==> src/egr_settings.svh <==
/* Sizing of the egress stage. A packet of EGR_MAX_PKT_BYTES must fit in
   EGR_BUF_WORDS beats, and EGR_IN_BYTES must be a multiple of every port width */

`ifndef EGR_SETTINGS_SVH
`define EGR_SETTINGS_SVH

// Bytes carried by one input beat
`define EGR_IN_BYTES 8

// Physical egress ports
`define EGR_NUM_PORTS 4

// Ports 0 .. EGR_NUM_NARROW_PORTS-1 are 8 bits wide, the rest 32 bits
`define EGR_NUM_NARROW_PORTS 2

// Depth of each store-and-forward buffer, in input beats
`define EGR_BUF_WORDS 64

// Largest legal packet (32 input beats)
`define EGR_MAX_PKT_BYTES 256

`endif
==> src/egr_pkg.sv <==
/* Types shared by the egress stage. Keep masks are contiguous from byte 0 */

`default_nettype none

`include "egr_settings.svh"

package egr_pkg;

    ////////////////////////////////////////////////////////////////////////////
    // Beat payload

    // One input beat; keep is all ones except possibly on the last beat
    typedef struct packed {
        logic [`EGR_IN_BYTES*8-1:0] data;
        logic [`EGR_IN_BYTES-1:0]   keep;
        logic                       last;
    } beat_t;

    ////////////////////////////////////////////////////////////////////////////
    // Index types

    // Destination port number
    typedef logic [$clog2(`EGR_NUM_PORTS)-1:0] port_idx_t;

    // Buffer address plus one wrap bit, so full and empty can be told apart
    typedef logic [$clog2(`EGR_BUF_WORDS):0] buf_ptr_t;

endpackage

`default_nettype wire

==> src/egr_beat_if.sv <==
/* Beat link between internal blocks. The push modports have no ready,
   the sink of a push link must take every valid beat */

`timescale 1ns/10ps
`default_nettype none

interface egr_beat_if;

    import egr_pkg::*;

    beat_t beat;
    logic  valid;
    logic  ready;

    // Demux to buffer, no back-pressure
    modport push_src (
        output beat,
        output valid
    );

    modport push_snk (
        input beat,
        input valid
    );

    // Buffer to converter, valid/ready handshake
    modport src (
        output beat,
        output valid,
        input  ready
    );

    modport snk (
        input  beat,
        input  valid,
        output ready
    );

endinterface

`default_nettype wire

==> src/egr_width_conv.sv <==
/* Splits each input beat into OUT_BYTES words, lowest byte first.
   OUT_BYTES must divide EGR_IN_BYTES; lanes past the last kept byte are skipped */

`timescale 1ns/10ps
`default_nettype none

`include "egr_settings.svh"

module egr_width_conv #(
    parameter int OUT_BYTES = 4
) (
    input  wire logic                   clk_ifc,
    input  wire logic                   arst_n,
    egr_beat_if.snk                     in_beat,
    output logic [OUT_BYTES*8-1:0]      out_data,
    output logic [OUT_BYTES-1:0]        out_keep,
    output logic                        out_valid,
    output logic                        out_last,
    input  wire logic                   out_ready
);

    import egr_pkg::*;

    localparam int LANES  = `EGR_IN_BYTES / OUT_BYTES;
    localparam int LANE_W = (LANES > 1) ? $clog2(LANES) : 1;

    beat_t             beat_q;
    logic              full_q;
    logic [LANE_W-1:0] lane_q;
    logic              last_word;
    logic              take;

    // Current word is the beat's last when no later lane holds a kept byte
    always_comb begin
        last_word = 1'b1;
        for (int l = 0; l < LANES; l++) begin
            if ((l > int'(lane_q)) && beat_q.keep[l*OUT_BYTES]) begin
                last_word = 1'b0;
            end
        end
    end

    // Next beat loads on the clock its predecessor's last word is taken
    assign in_beat.ready = !full_q || (out_ready && last_word);
    assign take          = in_beat.valid && in_beat.ready;

    always_ff @(posedge clk_ifc or negedge arst_n) begin
        if (!arst_n) begin
            full_q <= 1'b0;
            lane_q <= '0;
        end else if (take) begin
            full_q <= 1'b1;
            lane_q <= '0;
        end else if (full_q && out_ready) begin
            if (last_word) begin
                full_q <= 1'b0;
            end else begin
                lane_q <= lane_q + 1'b1;
            end
        end
    end

    always_ff @(posedge clk_ifc) begin
        if (take) begin
            beat_q <= in_beat.beat;
        end
    end

    assign out_valid = full_q;
    assign out_data  = beat_q.data[lane_q*OUT_BYTES*8 +: OUT_BYTES*8];
    assign out_keep  = beat_q.keep[lane_q*OUT_BYTES +: OUT_BYTES];
    assign out_last  = beat_q.last && last_word;

    a_hold_stable: assert property (@(posedge clk_ifc) disable iff (!arst_n)
        out_valid && !out_ready |=> out_valid && $stable(out_data) && $stable(out_last))
        else $error("output word changed while stalled");

endmodule

`default_nettype wire

==> src/flat_wrapper.sv <==
// flat-port wrapper written by rule: the top's interface ports become plain ports
module egr_width_conv_flat import egr_pkg::*;
#(
    parameter int OUT_BYTES = 4
)
  (clk_ifc, arst_n, out_data, out_keep, out_valid, out_last, out_ready, in_beat_beat, in_beat_valid, in_beat_ready);
  egr_beat_if in_beat_i ();
  input  wire logic clk_ifc;
  input  wire logic arst_n;
  output logic [OUT_BYTES*8-1:0] out_data;
  output logic [OUT_BYTES-1:0] out_keep;
  output logic out_valid;
  output logic out_last;
  input  wire logic out_ready;
  input wire logic [$bits(in_beat_i.beat)-1:0] in_beat_beat;
  input wire logic [$bits(in_beat_i.valid)-1:0] in_beat_valid;
  output wire logic [$bits(in_beat_i.ready)-1:0] in_beat_ready;
  assign in_beat_i.beat = in_beat_beat;
  assign in_beat_i.valid = in_beat_valid;
  assign in_beat_ready = in_beat_i.ready;
  egr_width_conv #(.OUT_BYTES(OUT_BYTES)) u_core (.clk_ifc(clk_ifc), .arst_n(arst_n), .in_beat(in_beat_i), .out_data(out_data), .out_keep(out_keep), .out_valid(out_valid), .out_last(out_last), .out_ready(out_ready));
endmodule
==> config.mk <==
export PLATFORM = sky130hd
export DESIGN_NAME = egr_width_conv_flat
export DESIGN_NICKNAME = d
export VERILOG_FILES = /design/src/egr_pkg.sv /design/src/egr_beat_if.sv /design/src/egr_width_conv.sv /design/src/flat_wrapper.sv
export VERILOG_INCLUDE_DIRS = /design/src /design/src/src
export SDC_FILE = /design/constraint.sdc
export NUM_CORES = 1
export LEC_CHECK = 0
export BUFFER_PORTS_ARGS = -buffer_cell sky130_fd_sc_hd__buf_2
export CAP_MARGIN = 20
export CORE_MARGIN = 5
export CORE_UTILIZATION = 40
export CTS_CLUSTER_DIAMETER = 50
export CTS_CLUSTER_SIZE = 30
export DETAILED_ROUTE_END_ITERATION = 16
export PLACE_DENSITY = 0.66
export SLEW_MARGIN = 15
export SYNTH_ARGS = -nofsm -noshare
export SYNTH_HDL_FRONTEND = slang
export SYNTH_SLANG_ARGS = --single-unit
export TNS_END_PERCENT = 30
==> constraint.sdc <==
create_clock -name clk_ifc -period 9 [get_ports clk_ifc]
set_clock_uncertainty 0.1 [all_clocks]
set_input_delay 0.45 -clock clk_ifc [delete_from_list [all_inputs] [get_ports clk_ifc]]
set_output_delay 0.45 -clock clk_ifc [all_outputs]
set_load 0.005 [all_outputs]
Yosys cells after proc, flatten, opt, wreduce, memory -nomap -nowiden:

Cells that the tools add are included.

* add/sub/neg operators: 1
* $lt $le $gt $ge: 1
* equality and inequality tests: 1
* shift operators: 2
* mux-type cells: 7
* reduce and logical (&&, ||, !) cells: 11

Operators by type and width (number)
* $shiftx A64 B7 Y32: 1
* $shiftx A8 B4 Y4: 1
* $mux W1: 7
* $logic_and A1 B1 Y1: 5
* $reduce_and A2 Y1: 2
* $reduce_bool A2 Y1: 2
* $ne A2 B1 Y1 const B: 1
* $add A1 B1 Y1 const B: 1
* $gt A1 B1 Y1 const A: 1
* $logic_not A1 Y1: 1
* $logic_or A1 B1 Y1: 1

* bits in registers: 75
* bits of input ports: 77
* output and inout port bits: 39
* word-level logic and storage cells: 28

Logic depth before layout (Yosys ltp):

Gate-level depths: netlist of run 1.

* depth in word-level cells: 8
* mapped depth: 3
* gate-level depth less buffers: 3

Worst setup path after synthesis of run 1:

OpenSTA, ideal clock, no wires.

* path type: flip-flop to flip-flop
* start: register u_core.beat_q[5] in the netlist's numbering
* end: register u_core.beat_q[0] in the netlist's numbering, enable pin
* library setup time: 439 ps
* arrival time: 2479 ps
* required time: 8461 ps
* slack: 5981 ps
* stages on the path, launching flop included: 4
* path buffers: 0
* period minus slack after synthesis: 3019 ps
* cell sequence: edfxtp_1 and2b_2 o21ai_2 and2_1

* word-level cells in the longest chain between the ends: 5

RTL lines
* start: declaration: line egr_width_conv.sv:27 `beat_t beat_q;`
* start signal: assignment: line egr_width_conv.sv:65 `beat_q <= in_beat.beat;`
* $logic_and A1 B1 Y1: line egr_width_conv.sv:37 `if ((l > int'(lane_q)) && beat_q.keep[l*OUT_BYTES]) begin`
* $mux W1: line egr_width_conv.sv:37
* $logic_and A1 B1 Y1: line egr_width_conv.sv:44 `assign in_beat.ready = !full_q || (out_ready && last_word);`
* $logic_or A1 B1 Y1: line egr_width_conv.sv:44
* via in_beat_ready: line flat_wrapper.sv:17 `output wire logic [$bits(in_beat_i.ready)-1:0] in_beat_ready;`
* $logic_and A1 B1 Y1: line egr_width_conv.sv:45 `assign take = in_beat.valid && in_beat.ready;`
* via u_core.take: line egr_width_conv.sv:31 `logic take;`

The timed path passes the listed nets, and every way through them passes these cells.
A chain may end at the register's enable or synchronous reset.

Worst setup path after layout of run 1:

* start: register u_core.beat_q[5] in the netlist's numbering
* end: register u_core.beat_q[37] in the netlist's numbering, enable pin

* word-level cells in the longest chain between the ends: 5

RTL lines (line)
* $logic_and A1 B1 Y1: egr_width_conv.sv:37
* $mux W1: egr_width_conv.sv:37
* $logic_and A1 B1 Y1: egr_width_conv.sv:44
* $logic_or A1 B1 Y1: egr_width_conv.sv:44
* $logic_and A1 B1 Y1: egr_width_conv.sv:45
* via u_core.take: egr_width_conv.sv:31

The timed path passes the listed nets, and every way through them passes these cells.

==> results.cfg, run 1 <==
[timing]
layout_setup_ws_ps = 6487
setup_repair_after_global_routing_missed_its_margin = no
finalSetupViolCount = 0
maxClockFrequency_mhz = 397.9
fin_setup_tns_ps = 0
period_share_pct = 27.93
maxSlewHeadroom_pct = 43.68
finalCriticalPeriod_ps = 2513
endpoints_failing_hold = 0
drv_slew = 0
max_slew.worst_pin.slew_ps = 844.8

[worst_setup_path]
critical_path.n_buffers_inverters = 1
criticalPathCategory = flip-flop to flip-flop
minimum_setup_slack_among_reg_to_reg_paths_ps = 6490
critical_path_required_ps = 8880
cp_data_arrival_time_ps = 2400
critPathCaptureType = flip-flop
timing.critical_path.max_delay_family = simple AND/OR/NAND/NOR gates
crit_slowest_cell = and2_2
timing.critical_path.slowest_cell_delay_ps = 730
crit_start_category = flip-flop
worstPathCellList = and2b_2 -> o21ai_2 -> and2_2 -> buf_4
cp_max_fo = 37

[global_route]
grt_pass1_wl_mm = 7.872
maximum_number_of_pins_on_one_net_before_global_route_repair = 38
grt_usage_pct = 12.07
global_route.overflow_total = 0
number_of_antenna_violations_at_the_first_check_in_global_routing = 0
grt_pass1_vias = 1682

[routing]
route.met3.wl_um = 299
antenna_violating_nets_post_route = 0
wire_per_inst_um = 14.98
detailroute.via_count = 1524
wl_mm = 5.287
detailroute.wirelength.met2_mm = 2.958
detail_route.wirelength.met1_mm = 1.925
first_pass_iters = 4
drt_iter0_drc = 48
remaining_drc_errors = 0
highest-signal-layer = met4
vias_per_cell = 4.317

[pwr]
pwr_dens_nw_per_um2 = 214.7
power.internal_mw = 0.6239
worst_ir_drop_vdd_mv = 0.08175
net-switching-power_mw = 0.1780
switching_part_of_the_total_pct = 22.20
report.power.total_mw = 0.8018
combinationalPowerShare_pct = 17.0
power_frac_seq_pct = 52.3
power_leakage_nw = 1.560
clockPowerShare_pct = 30.8

[clock_network]
hold_buffers = 1
cts-root-buf = clkbuf_8
post_cts.resized_instances = 0
insertion_delay_ps = 330
cts_sinks = 75
numCtsBuffers = 9
cts.htree.levels = 3
postCtsSetupRepairBufs = 0
cts_tree = built
cts.clk_slew.worst_paths_ps = 80
cts_max_path_buffers = 2

[job]
maximum_capacitance_violations = 0

[logic_synthesis]
post_synth_num_cell_types = 14
netlist_top_cells_area = edfxtp_1, mux2_4, mux2_2, buf_12, dfrtp_1
ys.warnings.count = 0
synth_area_leader_cell = edfxtp_1
syn_avg_cell_area_um2 = 23.28
seq_area_frac_synth_pct = 77.68
synth_top_cell_area_share_pct = 75.94
synth_fp_nets = 201
syn-cell-area_um2 = 2887
syn-instance-count = 124
synth.ff_latch_count = 75

[floorplanning]
i_o_pin_count = 116
initial_core_util_pct = 40.45
floorplan.rows = 31
dieArea_um2 = 9016
die_height_um = 94.95
die_x_um = 94.95
core_area_um2 = 7137

[cells_and_area]
layout.core_utilization_pct = 52.33
fill_cells = 622
antenna_cells_inserted = 0
finish.net_count = 326
area_delta_synth_final_pct = 29.39
final-instance-count-excl-fill = 353
post_route_cells_drive_above_1_share_pct = 68.11

[place]
pre_cts_slack_ps = 6419
hpwlAfterDp_mm = 3.813
port_buffers = 115
place.gp.congestion = 0.7149
numPlacedInstances = 336

[min_path]
hold_path.class = input pin to flip-flop

[run_status]
run_status = completed
## layout by cell type (no fill, tap or decap), drive strengths merged, types with 2 or more instances in the layout
cell type,instances
inv,2
clkbuf,10
clkinv,5
dfrtp,2
buf,117
edfxtp,73
mux2,36
o21ai,2
## flip-flops by register name (all words and copies together) (netlist names)
signal and cells:
u_core.lane_q 1, u_core.out_valid 1, u_core.beat_q 73
## logic make-up (layout without fill, tap and decap cells)
group           Yosys count  in the layout  share of synthesized area (%)
buf+inv                   6            136                          2.731
flops                    75             75                          77.68
compound gates            3              3                         0.8235
simple gates              4              4                         0.9541
mux                      36             36                          17.82
## layer usage
layer	global-route usage (%)	up-vias
li1	-	735
met1	12.33	725
met3	2.629	10
met4	8.413	0
met5	0	-
met2	21.73	54
## area by class of cell
cell class                      count  area (µm²)  share of cell area [%]
Inverter                            2       7.507                  0.2010
Sequential cell                    75        2243                   60.07
Timing Repair Buffer              118       600.6                   16.08
Tap cell                           99       123.9                   3.317
Multi-Input combinational cell     43       566.8                   15.18
Clock inverter                      6       55.05                   1.474
Clock buffer                       10       137.6                   3.685
## worst reg2reg max path, delay by kind of cell (launching register included)
| family | cells | cell delay [ps] |
|---|---|---|
| AO/OA/AOI/OAI | 1 | 150 |
| buffers and inverters | 1 | 550 |
| flip-flops | 1 | 390 |
| AND/OR/NAND/NOR | 2 | 960 |
## power groups by stage
stage          combinational [mW]  clock, mW  sequential (mW)
2_1_floorplan              0.0942          0            0.427
3_3_place_gp                0.138          0            0.426
3_5_place_dp                0.140          0            0.427
4_1_cts                     0.140      0.257            0.419
5_1_grt                     0.147      0.270            0.422
6_report                    0.136      0.247            0.419
## Yosys cell counts
cell type / number
edfxtp_1: 73
mux2_4: 29
mux2_2: 7
buf_12: 3
dfrtp_1: 2
inv_1: 2
a32o_1: 1
and2_1: 1
and2b_2: 1
buf_6: 1
nand2b_1: 1
nor2b_1: 1
o21ai_0: 1
o21ai_2: 1
## stage by stage
step,cell area (µm²),hold WS [ps]
3_3_place_gp,3532,138.8
6_report,3735,183.9
4_1_cts,3735,162.6
2_1_floorplan,2887,54.41
5_1_grt,3735,163.5
3_5_place_dp,3532,140.4
## worst paths after layout
check	from	to	cells after the start
setup / recovery	u_core.beat_q[5]$_DFFE_PP_	u_core.beat_q[37]$_DFFE_PP_	4
hold / removal	in_beat_beat[4]	u_core.beat_q[4]$_DFFE_PP_	1
setup reg to reg	u_core.beat_q[5]$_DFFE_PP_	u_core.beat_q[37]$_DFFE_PP_	4
hold reg to reg	u_core.out_valid$_DFFE_PN0P_	u_core.out_valid$_DFFE_PN0P_	2
max in group asynchronous	arst_n	u_core.lane_q$_DFFE_PN0P_	2
min in group asynchronous	arst_n	u_core.lane_q$_DFFE_PN0P_	2
No activity file was read; power rests on OpenSTA's default activity.
==> run 2, diff against run 1 <==
--- a/config.mk
+++ b/config.mk
@@ -6,6 +6,7 @@
 export SDC_FILE = /design/constraint.sdc
 export NUM_CORES = 1
 export LEC_CHECK = 0
+export ABC_AREA = 1
 export BUFFER_PORTS_ARGS = -buffer_cell sky130_fd_sc_hd__buf_2
 export CAP_MARGIN = 20
 export CORE_MARGIN = 5
@@ -13,7 +14,7 @@
 export CTS_CLUSTER_DIAMETER = 50
 export CTS_CLUSTER_SIZE = 30
 export DETAILED_ROUTE_END_ITERATION = 16
-export PLACE_DENSITY = 0.66
+export PLACE_DENSITY = 0.69
 export SLEW_MARGIN = 15
 export SYNTH_ARGS = -nofsm -noshare
 export SYNTH_HDL_FRONTEND = slang
==> constraint.sdc (replaced) <==
create_clock -name clk_ifc -period 2.3 [get_ports clk_ifc]
set_clock_uncertainty 0.1 [all_clocks]
set_input_delay 0.115 -clock clk_ifc [delete_from_list [all_inputs] [get_ports clk_ifc]]
set_output_delay 0.115 -clock clk_ifc [all_outputs]
set_load 0.005 [all_outputs]
==> run 2 against run 1 <==
Critical endpoint is now out_last. Sequential power increased to 3.9 times the previous value. Area after synthesis down 3.6%. Utilization increased by 12 points.
==> results.cfg, run 2 <==
[worst_setup_path]
minimum_setup_slack_among_reg_to_reg_paths_ps = 770
cp_data_arrival_time_ps = 1510
criticalPathCategory = flip-flop to output pin
crit_slowest_cell = dfrtp_1
worst-r2r-cell-count = 6
critical_path.reg2reg.startpoint = u_core.beat_q[5]$_DFFE_PP_
timing.critical_path.slowest_cell_delay_ps = 410
r2r-end = u_core.beat_q[58]$_DFFE_PP_
worstPathCellList = inv_4 -> buf_4 -> a21boi_0 -> buf_2
critical_path_required_ps = 2090
cp_max_fo = 38
crit_start_category = flip-flop
timing.critical_path.max_delay_family = buffers and inverters
critical_path.n_buffers_inverters = 3
critPathCaptureType = output pin

[logic_synthesis]
seq_area_frac_synth_pct = 80.54
syn_avg_cell_area_um2 = 13.38
synth_area_leader_cell = edfxtp_1
yosys_most_used_dff = edfxtp_1
post_synth_most_frequent_cells = nand2_1, edfxtp_1, inv_1
syn-instance-count = 208
ys.warnings.count = 0
postSynth.asyncResetShare_pct = 2.667
syn-cell-area_um2 = 2784
synth-edff-count = 73
netlist_top_cells_area = edfxtp_1, nand2_1, dfrtp_1, buf_6, buf_2
post_synth_num_cell_types = 10
synth_fp_nets = 285
synth.most_common_cell = nand2_1
synth_top_cell_area_share_pct = 78.74
synth.ff_latch_count = 75

[min_path]
min_delay_path_depth = 7
worst_hold_startpoint = out_ready
hold_path.class = input pin to flip-flop
whs_endpoint = u_core.lane_q$_DFFE_PN0P_

[timing]
setup_repair_after_global_routing_missed_its_margin = no
drv_slew = 0
maxSlewHeadroom_pct = 73.46
max_slew.worst_pin.slew_ps = 398.1
period_share_pct = 74.87
maxClockFrequency_mhz = 580.7
endpoints_failing_hold = 0
finalCriticalPeriod_ps = 1722
finalSetupViolCount = 0

[floorplanning]
dieArea_um2 = 8728
die_height_um = 93.43
floorplan.rows = 30
i_o_pin_count = 116
initial_core_util_pct = 40.98
core_area_um2 = 6794
die_x_um = 93.43

[cells_and_area]
final-instance-count-excl-fill = 507
finish.net_count = 484
antenna_cells_inserted = 0
largest_reg_flops = 73
fill_cells = 497
final_cell_mix = nand2_1, buf_2, dlygate4sd3_1, edfxtp_1, clkbuf_8
largest-register = u_core.beat_q
post_route_cells_drive_above_1_share_pct = 32.60
multi_input_comb_area_um2 = 456.7
area.sequential_um2 = 2242
area_delta_synth_final_pct = 57.98
layout.core_utilization_pct = 64.73

[place]
port_buffers = 115
hpwlAfterDp_mm = 3.827
place.gp.congestion = 0.6797
numPlacedInstances = 415

[pwr]
report.power.total_mw = 3.056
power_leakage_nw = 1.969
worst_ir_drop_vdd_mv = 0.3810
pwr_dens_nw_per_um2 = 694.9

[global_route]
number_of_antenna_violations_at_the_first_check_in_global_routing = 0
global_route.peak_usage_layer = met2
grt.met2_usage_pct = 30.55
groute.layer.met1.usage_pct = 18.00
grt_usage_pct = 16.75
grt_pass1_wl_mm = 11.00
maximum_number_of_pins_on_one_net_before_global_route_repair = 44
grt_pass1_vias = 2273
global_route.overflow_total = 0
grtUsageMet3_pct = 4.988

[clock_network]
cts_tree = built
cts-root-buf = clkbuf_8
cts.htree.levels = 3
cts.clk_slew.worst_paths_ps = 70
cts_sinks = 75
post_cts.resized_instances = 0
numCtsBuffers = 9
cts_max_path_buffers = 2
insertion_delay_ps = 330

[run_status]
run_status = completed

[routing]
vias_per_cell = 4.306
drt_iter0_drc = 94
wire_per_inst_um = 13.69
detailroute.via_count = 2183
antenna_violating_nets_post_route = 0
remaining_drc_errors = 0
wl_mm = 6.940
first_pass_iters = 4

[job]
maximum_capacitance_violations = 0
==> run 2: changes by cell type after synthesis, moves of 3 or more <==
cell     delta
inv_1       +3
nand2_1   +116
buf_6       +3
buf_2       +4
mux2_4     -29
mux2_2      -7
buf_12      -3
==> run 2: where the power goes <==
part	switching (mW)	internal [mW]	leakage, nW
Sequential	0.0274	1.61	0.709
Clock	0.437	0.371	0.0784
Combinational	0.314	0.294	1.18
Total	0.778	2.28	1.97
==> run 2: per-layer routing <==
| layer | up-vias | routed length, µm |
|---|---|---|
| met5 | - | 0 |
| li1 | 1089 | - |
| met2 | 77 | 3783 |
| met4 | 0 | 95 |
| met3 | 10 | 469 |
| met1 | 1007 | 2592 |
==> run 2: logic make-up after synthesis <==
| logic type | Yosys count | synth area share, % |
|---|---|---|
| buffers and inverters | 14 | 3.146 |
| AND/OR/NAND/NOR | 118 | 16.05 |
| flip-flops | 75 | 80.54 |
| AO/OA/AOI/OAI | 1 | 0.2698 |
==> run 2: worst max path at each step <==
stage,from,to,slack [ps],cells after the start
3_5_place_dp,u_core.beat_q[5]$_DFFE_PP_,u_core.beat_q[49]$_DFFE_PP_,790,6
4_1_cts,u_core.lane_q$_DFFE_PN0P_,out_last,530,4
5_1_grt,u_core.lane_q$_DFFE_PN0P_,out_data[4],480,5
6_report,u_core.lane_q$_DFFE_PN0P_,out_last,580,4
3_3_place_gp,u_core.beat_q[5]$_DFFE_PP_,u_core.beat_q[41]$_DFFE_PP_,810,6
2_1_floorplan,u_core.lane_q$_DFFE_PN0P_,u_core.beat_q[0]$_DFFE_PP_,-40,7
==> run 2: cell type report <==
class / count / share of cell area [%]
flip-flops and latches: 75 / 50.98
repair buffers: 196 / 31.86
multi-input cells: 119 / 10.38
clock buffers: 10 / 2.902
well taps: 96 / 2.731
inverters: 6 / 0.6543
clock inverters: 5 / 0.4836
==> run 2: metrics by stage <==
step	setup WS [ps]	setup TNS, ps	instance area (µm²)	hold WS [ps]
after floorplan	-37.39	-2730	2793	-280.6
after global placement	813.9	0	3478	-191.8
after detailed placement	791.3	0	3478	-193.2
after CTS	533.8	0	4398	104.5
after global routing	475.1	0	4398	139.2
final	578.1	0	4398	106.1
==> run 2: timing repair <==
item,4_1_cts,5_1_grt
buffers inserted,0,0
setup endpoints to repair,0,0
hold buffers,77,0
endpoints found under the hold margin,77,0
==> run 2: worst reg2reg max path: stages (launching register included) <==
cell and delay, ps:
edfxtp_1 440, nand2_1 100, nand2_1 60, nand2_2 80, nand2_2 80, clkinvlp_4 110, buf_12 250
